==> src/logic/npu_pkg.sv <==
`default_nettype none

package npu_pkg;

	// image geometry
	localparam int IMG_DIM   = 8;
	localparam int PIX_COUNT = IMG_DIM * IMG_DIM;
	localparam int POOL_DIM  = IMG_DIM / 2;
	localparam int RES_COUNT = POOL_DIM * POOL_DIM;
	localparam int TAPS      = 9;

	// load address map, pixels sit below WEIGHT_BASE
	localparam int WEIGHT_BASE = PIX_COUNT;
	localparam int BIAS_ADDR   = WEIGHT_BASE + TAPS;

	localparam int OUT_SHIFT = 4; // applied before saturation

	typedef logic        [7:0]  pixel_t;
	typedef logic signed [7:0]  weight_t;
	typedef logic signed [15:0] bias_t;
	typedef logic signed [19:0] sum_t;
	typedef logic signed [7:0]  res_t;

	// tap 0 is top-left, raster order
	typedef pixel_t  [TAPS-1:0] taps_t;
	typedef weight_t [TAPS-1:0] weights_t;

	typedef logic [6:0]  ld_addr_t;
	typedef logic [15:0] ld_data_t;
	typedef logic [2:0]  coord_t;

endpackage

`default_nettype wire

==> src/logic/operand_store.sv <==
`timescale 1ns/1ps
`default_nettype none

module operand_store (
	input  wire                 clk,
	input  wire                 i_arst_n,
	input  wire                 i_ld_req,
	input  npu_pkg::ld_addr_t   i_ld_addr,
	input  npu_pkg::ld_data_t   i_ld_data,
	output logic                o_ld_ack,
	input  wire                 i_issue,
	input  npu_pkg::coord_t     i_row,
	input  npu_pkg::coord_t     i_col,
	input  wire  [8:0]          i_tap_mask,
	output logic                o_taps_valid,
	output npu_pkg::taps_t      o_taps,
	output npu_pkg::weights_t   o_weights,
	output npu_pkg::bias_t      o_bias
);

	npu_pkg::pixel_t pix_mem [npu_pkg::PIX_COUNT];
	npu_pkg::taps_t  taps_nxt;
	logic [3:0]      wt_idx;

	assign wt_idx = 4'(i_ld_addr - npu_pkg::WEIGHT_BASE);

	// four-phase load: write on req, drop ack once req is gone
	always_ff @(posedge clk or negedge i_arst_n) begin
		if (!i_arst_n) begin
			o_ld_ack  <= 1'b0;
			o_weights <= '0;
			o_bias    <= '0;
			for (int i = 0; i < npu_pkg::PIX_COUNT; i++) begin
				pix_mem[i] <= '0;
			end
		end else if (i_ld_req && !o_ld_ack) begin
			o_ld_ack <= 1'b1;
			if (i_ld_addr < npu_pkg::ld_addr_t'(npu_pkg::WEIGHT_BASE)) begin
				pix_mem[i_ld_addr[5:0]] <= i_ld_data[7:0];
			end else if (i_ld_addr < npu_pkg::ld_addr_t'(npu_pkg::BIAS_ADDR)) begin
				o_weights[wt_idx] <= i_ld_data[7:0];
			end else if (i_ld_addr == npu_pkg::ld_addr_t'(npu_pkg::BIAS_ADDR)) begin
				o_bias <= i_ld_data;
			end // anything higher is acked and dropped
		end else if (!i_ld_req && o_ld_ack) begin
			o_ld_ack <= 1'b0;
		end
	end

	// neighbours of (row, col), coordinates wrap but the mask zeroes those taps
	always_comb begin
		npu_pkg::coord_t r;
		npu_pkg::coord_t c;
		for (int k = 0; k < npu_pkg::TAPS; k++) begin
			r = i_row + npu_pkg::coord_t'(k / 3) - 3'd1;
			c = i_col + npu_pkg::coord_t'(k % 3) - 3'd1;
			taps_nxt[k] = i_tap_mask[k] ? pix_mem[{r, c}] : '0;
		end
	end

	always_ff @(posedge clk or negedge i_arst_n) begin
		if (!i_arst_n) o_taps_valid <= 1'b0;
		else o_taps_valid <= i_issue;
	end

	always_ff @(posedge clk) begin
		if (i_issue) o_taps <= taps_nxt;
	end

	a_ld_addr_stable: assert property (@(posedge clk) disable iff (!i_arst_n)
		i_ld_req && $past(i_ld_req) |-> $stable(i_ld_addr));

endmodule

`default_nettype wire

==> src/logic/conv_sequencer.sv <==
`timescale 1ns/1ps
`default_nettype none

module conv_sequencer (
	input  wire              clk,
	input  wire              i_arst_n,
	input  wire              i_start,
	input  wire              i_group_done,
	output logic             o_busy,
	output logic             o_issue,
	output npu_pkg::coord_t  o_row,
	output npu_pkg::coord_t  o_col,
	output logic [8:0]       o_tap_mask
);

	typedef enum logic [1:0] {
		ST_IDLE,
		ST_ISSUE,
		ST_WAIT
	} state_t;

	localparam npu_pkg::coord_t EDGE_LAST = npu_pkg::coord_t'(npu_pkg::IMG_DIM - 1);

	state_t     state;
	logic [3:0] grp; // {group row, group col}
	logic [1:0] pos;

	always_ff @(posedge clk or negedge i_arst_n) begin
		if (!i_arst_n) begin
			state <= ST_IDLE;
			grp   <= '0;
			pos   <= '0;
		end else begin
			case (state)
				ST_IDLE: begin
					if (i_start) begin
						state <= ST_ISSUE;
						grp   <= '0;
						pos   <= '0;
					end
				end
				ST_ISSUE: begin
					pos <= pos + 2'd1;
					if (pos == 2'd3) state <= ST_WAIT;
				end
				ST_WAIT: begin
					// hold off until the pooled result has been taken
					if (i_group_done) begin
						grp   <= grp + 4'd1;
						state <= (grp == 4'(npu_pkg::RES_COUNT - 1)) ? ST_IDLE : ST_ISSUE;
					end
				end
				default: state <= ST_IDLE;
			endcase
		end
	end

	assign o_busy  = (state != ST_IDLE);
	assign o_issue = (state == ST_ISSUE);

	// visit order (0,0) (0,1) (1,1) (1,0)
	assign o_row = {grp[3:2], pos[1]};
	assign o_col = {grp[1:0], pos[1] ^ pos[0]};

	always_comb begin
		o_tap_mask = '1;
		if (o_row == '0)       o_tap_mask[2:0] = '0; // top
		if (o_row == EDGE_LAST) o_tap_mask[8:6] = '0; // bottom
		if (o_col == '0) begin
			o_tap_mask[0] = 1'b0;
			o_tap_mask[3] = 1'b0;
			o_tap_mask[6] = 1'b0;
		end
		if (o_col == EDGE_LAST) begin
			o_tap_mask[2] = 1'b0;
			o_tap_mask[5] = 1'b0;
			o_tap_mask[8] = 1'b0;
		end
	end

	// a done pulse outside WAIT would be lost and stall the run
	a_done_only_in_wait: assert property (@(posedge clk) disable iff (!i_arst_n)
		i_group_done |-> state == ST_WAIT);

endmodule

`default_nettype wire

==> src/logic/conv_mac.sv <==
`timescale 1ns/1ps
`default_nettype none

module conv_mac (
	input  wire                 clk,
	input  wire                 i_arst_n,
	input  wire                 i_taps_valid,
	input  npu_pkg::taps_t      i_taps,
	input  npu_pkg::weights_t   i_weights,
	input  npu_pkg::bias_t      i_bias,
	output logic                o_sum_valid,
	output npu_pkg::sum_t       o_sum
);

	npu_pkg::sum_t sum_nxt;

	// pixels are unsigned, so widen with a zero before the signed multiply
	always_comb begin
		logic signed [8:0]  pix_s;
		logic signed [16:0] prod;
		sum_nxt = npu_pkg::sum_t'(i_bias);
		for (int k = 0; k < npu_pkg::TAPS; k++) begin
			pix_s   = $signed({1'b0, i_taps[k]});
			prod    = pix_s * $signed(i_weights[k]);
			sum_nxt = sum_nxt + npu_pkg::sum_t'(prod);
		end
	end

	always_ff @(posedge clk or negedge i_arst_n) begin
		if (!i_arst_n) o_sum_valid <= 1'b0;
		else o_sum_valid <= i_taps_valid;
	end

	always_ff @(posedge clk) begin
		if (i_taps_valid) o_sum <= sum_nxt;
	end

endmodule

`default_nettype wire

==> src/logic/pool_relu.sv <==
`timescale 1ns/1ps
`default_nettype none

module pool_relu (
	input  wire              clk,
	input  wire              i_arst_n,
	input  wire              i_sum_valid,
	input  npu_pkg::sum_t    i_sum,
	input  wire              i_relu_en,
	input  wire              i_res_ack,
	output logic             o_res_req,
	output npu_pkg::res_t    o_res_data,
	output logic             o_group_done
);

	logic [1:0]    cnt;
	logic          pend; // result held back while ack is still high
	logic          last;
	npu_pkg::sum_t max_q;
	npu_pkg::sum_t max_nxt;
	npu_pkg::sum_t relu_v;
	npu_pkg::sum_t shr_v;
	npu_pkg::res_t res_nxt;

	assign last    = i_sum_valid && (cnt == 2'd3);
	assign max_nxt = (cnt == 2'd0 || i_sum > max_q) ? i_sum : max_q;
	assign relu_v  = (i_relu_en && max_nxt < 0) ? '0 : max_nxt;
	assign shr_v   = relu_v >>> npu_pkg::OUT_SHIFT;

	always_comb begin
		if (shr_v > npu_pkg::sum_t'(127)) res_nxt = 8'sd127;
		else if (shr_v < npu_pkg::sum_t'(-128)) res_nxt = -8'sd128;
		else res_nxt = shr_v[7:0];
	end

	always_ff @(posedge clk or negedge i_arst_n) begin
		if (!i_arst_n) begin
			cnt          <= '0;
			pend         <= 1'b0;
			o_res_req    <= 1'b0;
			o_group_done <= 1'b0;
		end else begin
			o_group_done <= 1'b0;
			if (i_sum_valid) cnt <= cnt + 2'd1;
			if (o_res_req) begin
				if (i_res_ack) begin
					o_res_req    <= 1'b0;
					o_group_done <= 1'b1;
				end
			end else if ((last || pend) && !i_res_ack) begin
				o_res_req <= 1'b1;
				pend      <= 1'b0;
			end else if (last) begin
				pend <= 1'b1;
			end
		end
	end

	always_ff @(posedge clk) begin
		if (i_sum_valid) max_q <= max_nxt;
		if (last) o_res_data <= res_nxt;
	end

	a_no_sum_during_req: assert property (@(posedge clk) disable iff (!i_arst_n)
		o_res_req |-> !i_sum_valid);

endmodule

`default_nettype wire

==> src/logic/npu_top.sv <==
`timescale 1ns/1ps
`default_nettype none

module npu_top (
	input  wire                 clk,
	input  wire                 i_arst_n,
	input  wire                 i_ld_req,
	input  npu_pkg::ld_addr_t   i_ld_addr,
	input  npu_pkg::ld_data_t   i_ld_data,
	output logic                o_ld_ack,
	input  wire                 i_start,
	input  wire                 i_relu_en,
	output logic                o_busy,
	output logic                o_res_req,
	output npu_pkg::res_t       o_res_data,
	input  wire                 i_res_ack
);

	logic              issue;
	npu_pkg::coord_t   row;
	npu_pkg::coord_t   col;
	logic [8:0]        tap_mask;
	logic              taps_valid;
	npu_pkg::taps_t    taps;
	npu_pkg::weights_t weights;
	npu_pkg::bias_t    bias;
	logic              sum_valid;
	npu_pkg::sum_t     sum;
	logic              group_done;

	conv_sequencer u_seq (
		.clk, .i_arst_n, .i_start,
		.i_group_done (group_done),
		.o_busy,
		.o_issue      (issue),
		.o_row        (row),
		.o_col        (col),
		.o_tap_mask   (tap_mask)
	);

	operand_store u_store (
		.clk, .i_arst_n, .i_ld_req, .i_ld_addr, .i_ld_data, .o_ld_ack,
		.i_issue      (issue),
		.i_row        (row),
		.i_col        (col),
		.i_tap_mask   (tap_mask),
		.o_taps_valid (taps_valid),
		.o_taps       (taps),
		.o_weights    (weights),
		.o_bias       (bias)
	);

	conv_mac u_mac (
		.clk, .i_arst_n,
		.i_taps_valid (taps_valid),
		.i_taps       (taps),
		.i_weights    (weights),
		.i_bias       (bias),
		.o_sum_valid  (sum_valid),
		.o_sum        (sum)
	);

	pool_relu u_pool (
		.clk, .i_arst_n,
		.i_sum_valid  (sum_valid),
		.i_sum        (sum),
		.i_relu_en, .i_res_ack, .o_res_req, .o_res_data,
		.o_group_done (group_done)
	);

endmodule

`default_nettype wire

==> config.mk <==
export PLATFORM = sky130hd
export DESIGN_NAME = npu_top
export DESIGN_NICKNAME = d
export VERILOG_FILES = /design/src/logic/npu_pkg.sv /design/src/logic/operand_store.sv /design/src/logic/conv_sequencer.sv /design/src/logic/conv_mac.sv /design/src/logic/pool_relu.sv /design/src/logic/npu_top.sv
export SDC_FILE = /design/constraint.sdc
export NUM_CORES = 2
export LEC_CHECK = 0
export ABC_AREA = 1
export BUFFER_PORTS_ARGS = -buffer_cell sky130_fd_sc_hd__buf_2
export CAP_MARGIN = 20
export CORE_UTILIZATION = 30
export DETAILED_ROUTE_END_ITERATION = 12
export PLACE_DENSITY_LB_ADDON = 0.2
export SYNTH_ARGS = -nofsm -noshare
export SYNTH_HDL_FRONTEND = slang
export SYNTH_SLANG_ARGS = --single-unit
export TNS_END_PERCENT = 5
==> constraint.sdc <==
create_clock -name clk -period 12.1 [get_ports clk]
set_clock_uncertainty 0.15 [all_clocks]
set_input_delay 1.21 -clock clk [delete_from_list [all_inputs] [get_ports clk]]
set_output_delay 1.21 -clock clk [all_outputs]
set_load 0.02 [all_outputs]
==> summary.txt <==
Status - completed
Ys flop type - dfrtp_1
Pleak - 34.62 nW
Commonest cells after routing, fill and taps aside - nand2_1 (1871), o21ai_0 (1252), inv_1 (1102)
Hold_sp - u_mac.o_sum[2]$_DFFE_PP_
Fillers - 22630
Commonest non-fill, non-tap cell in the layout - nand2_1
Syn Area/Cell - 7.973 sq um
Flop pwr share - 0.203
Wire length per cell - 22.53 microns
Final WL - 240400 microns
Largest net degree at the start of global routing - 201
Chip Height - 466.5 microns
Clk root buf - clkbuf_16
Synth Cell Area - 64720 sq um
Max incr delay on CP - 0.53 ns
Slew Limit Fails - 0
1st-iter DRT viols - 5350
Netlist cell types - 50
Vias per cell - 5.100
Post-synth EDFFs - 120
Unrepaired setup endpoints after global routing - no
Setup_tns - 0 ns
Die area - 217600 sq um
Maximum vdd ir drop - 0.3684 mV
Initial antenna violation count - 27
Starting Density - 0.3018
YS warnings - 0
Die Span X - 466.5 microns
Maxcap violations - 0
Hpwl dp - 173100 microns
Relative slew slack - 0.2203
Hold Crit Endpoint - u_pool.max_q[2]$_DFFE_PP_
Worst-Margin Slew - 1.161 ns
TritonRoute pass-1 iters - 8
Syn Inst Count - 8117
Port bufs - 39
Worst setup SP type - flop
Via count - 54400
Share of layout cells above drive strength 1 - 0.04615
GPL Wtd Cong - 0.9416
Internal power - 8.911 mW
GRT overflow - 0
Vias in the first global route - 53260
Std-Cell Rows - 170
Residual DRC - 0
Post-layout util - 0.3274
Reg2Reg Launch Point - u_store.o_weights[9]$_DFFE_PN0P_
Slowest CP cell - fa_1
Clock share of power - 0.152
TritonCTS clock tree - built
F_max - 87.61 MHz
Synthesis-to-layout area growth - 8.472%
Max clock buf depth - 3
Clk slew on worst S/H paths - 0.06 ns
NetSw - 10.75 mW
Sw Ratio - 0.5468
Io pins - 40
#FFs+latches synth - 736
Logic pwr share - 0.645
H-Tree Depth - 3
CTS buffer count - 93
Cell area after placement - 66870 sq um
Worst hold path type - flop to flop
Crit Reg-Reg Endpoint - u_mac.o_sum[15]$_DFFE_PP_
Final period util - 0.9433
Worst Path Max Fanout - 9
Post-route design area - 70200 sq um
Register area share after synthesis - 0.2939
WP data required - 12.38 ns
Clock Latency Late Sink - 0.75 ns
Asr flop ratio synth - 0.8370
Hold Crit Depth - 0
Crit path kind - flop to flop
Post-layout min period - 11.41 ns
GR Util All Layers - 0.2197
Most common cell on crit path - fa_1
First-pass GRT wire length - 356300 microns
Register-to-register setup slack - 0.69 ns
Final setup margin - 0.6864 ns
Final Hold Viols - 0
WP data arrival - 11.69 ns
Core Area - 214400 sq um
Routed Antenna Nets - 0
# setup viols final - 0
Net Count, Synth - 9092
Reg2reg path depth - 43
CTS sink cnt - 736
DP Worst Slack - 0.5478 ns
Non-filler instance count after layout - 10670
PD cells - 280.1 nW/um^2
Critical Path Sink Type - flop
Nets - 8720
Dpl cells - 10480
[synthesized netlist by cell type (3+ instances only)]
library cell,instances,area share
o31ai_1,3,0.00035
or2_2,34,0.0033
buf_2,62,0.0048
ha_1,374,0.072
buf_1,34,0.0020
o221ai_1,21,0.0028
a21oi_1,147,0.011
mux2i_1,257,0.040
o211ai_1,61,0.0071
mux2_2,7,0.0012
a31oi_1,27,0.0026
buf_4,16,0.0019
dfrtp_1,616,0.24
nor2_1,555,0.032
a21o_1,4,0.00046
inv_1,1113,0.065
nand4_1,6,0.00058
clkbuf_1,467,0.027
o22ai_1,148,0.014
fa_1,572,0.18
o21ai_1,21,0.0016
clkinv_1,12,0.00070
xor2_1,33,0.0045
nor3_2,4,0.00062
o21ai_0,1252,0.097
nand2_1,1871,0.11
o22a_1,65,0.0088
xnor2_1,14,0.0019
nand3_1,163,0.013
edfxtp_1,120,0.056
nand2_2,5,0.00048
nor3_1,10,0.00077
[worst max-delay path, delay by kind of cell (launching register included)]
kind,cells,cell delay [ns]
xor gates and xnor gates,2,0.39
adders and majority gates,18,8.09
DFF,1,0.49
AOI/OAI and AO/OA,5,0.95
buffers and inverters,14,0.69
and+or+nand+nor,4,0.36
[registers in the layout (all words and copies together) (netlist names), 2 cells and up]
| register | cells |
|---|---|
| u_mac.o_sum | 20 |
| u_pool.cnt | 2 |
| u_pool.max_q | 20 |
| u_pool.o_res_data | 8 |
| u_seq.grp | 4 |
| u_seq.pos | 2 |
| u_seq.state | 2 |
| u_store.o_bias | 16 |
| u_store.o_taps | 72 |
| u_store.o_weights | 72 |
| u_store.pix_mem | 512 |
[power groups by stage]
stage,combinational (mW),clock (mW),sequential (mW)
5_1_grt,14.0,3.14,4.05
3_3_place_gp,12.5,0,4.01
6_report,12.7,2.99,3.99
3_5_place_dp,12.5,0,4.02
2_1_floorplan,8.76,0,3.50
4_1_cts,12.6,3.05,3.98
[how the worst max path moves through the flow]
| stage | endpoint | startpoint | cells after the start |
|---|---|---|---|
| 2_1_floorplan | u_mac.o_sum[14]$_DFFE_PP_ | u_store.o_weights[9]$_DFFE_PN0P_ | 44 |
| 3_3_place_gp | u_mac.o_sum[15]$_DFFE_PP_ | u_store.o_weights[9]$_DFFE_PN0P_ | 43 |
| 3_5_place_dp | u_mac.o_sum[15]$_DFFE_PP_ | u_store.o_weights[9]$_DFFE_PN0P_ | 43 |
| 4_1_cts | u_mac.o_sum[15]$_DFFE_PP_ | u_store.o_weights[9]$_DFFE_PN0P_ | 43 |
| 5_1_grt | u_mac.o_sum[15]$_DFFE_PP_ | u_store.o_taps[11]$_SDFFCE_PN0P_ | 43 |
| 6_report | u_mac.o_sum[15]$_DFFE_PP_ | u_store.o_weights[9]$_DFFE_PN0P_ | 43 |
[metal layers]
| metal | wire [microns] | track usage | vias up | share of wire |
|---|---|---|---|---|
| met4 | 11590 | 0.09646 | 18 | 0.048 |
| met1 | 105200 | 0.2968 | 26900 | 0.44 |
| met2 | 109400 | 0.3513 | 1875 | 0.45 |
| li1 | - | - | 25170 | - |
| met3 | 14130 | 0.02767 | 437 | 0.059 |
| met5 | 120 | 0 | - | 0.00050 |
[metrics by stage]
step           total power [mW]  hold slack, ns
2_1_floorplan             12.25          0.2764
3_3_place_gp              16.50          0.3010
3_5_place_dp              16.54          0.3022
4_1_cts                   19.63          0.3173
5_1_grt                   21.17          0.3357
6_report                  19.66          0.3120
[layout make-up]
cell class | instances | area, sq um | area share
inverter | 1127 | 4254 | 0.06060
timing repair buffer | 113 | 875.8 | 0.01248
tap | 2838 | 3551 | 0.05058
clock buffer | 130 | 2699 | 0.03845
antenna | 6 | 15.01 | 0.0002139
multi-input combinational | 5674 | 39230 | 0.5588
clock inverter | 43 | 541.8 | 0.007718
sequential | 736 | 19030 | 0.2712
[timing repair]
item	4_1_cts	5_1_grt
setup endpoints to repair	0	2
resized for setup	0	3
setup buffers	0	5
hold buffers	0	0
[kinds of logic after synthesis]
kind of cell / synth area share
fa+ha+maj: 0.2493
simple gates: 0.1608
compound gates: 0.1475
mux: 0.04097
xor+xnor: 0.006361
flops: 0.2939
buf+inv: 0.1013
No activity file was read; power rests on OpenSTA's default activity.
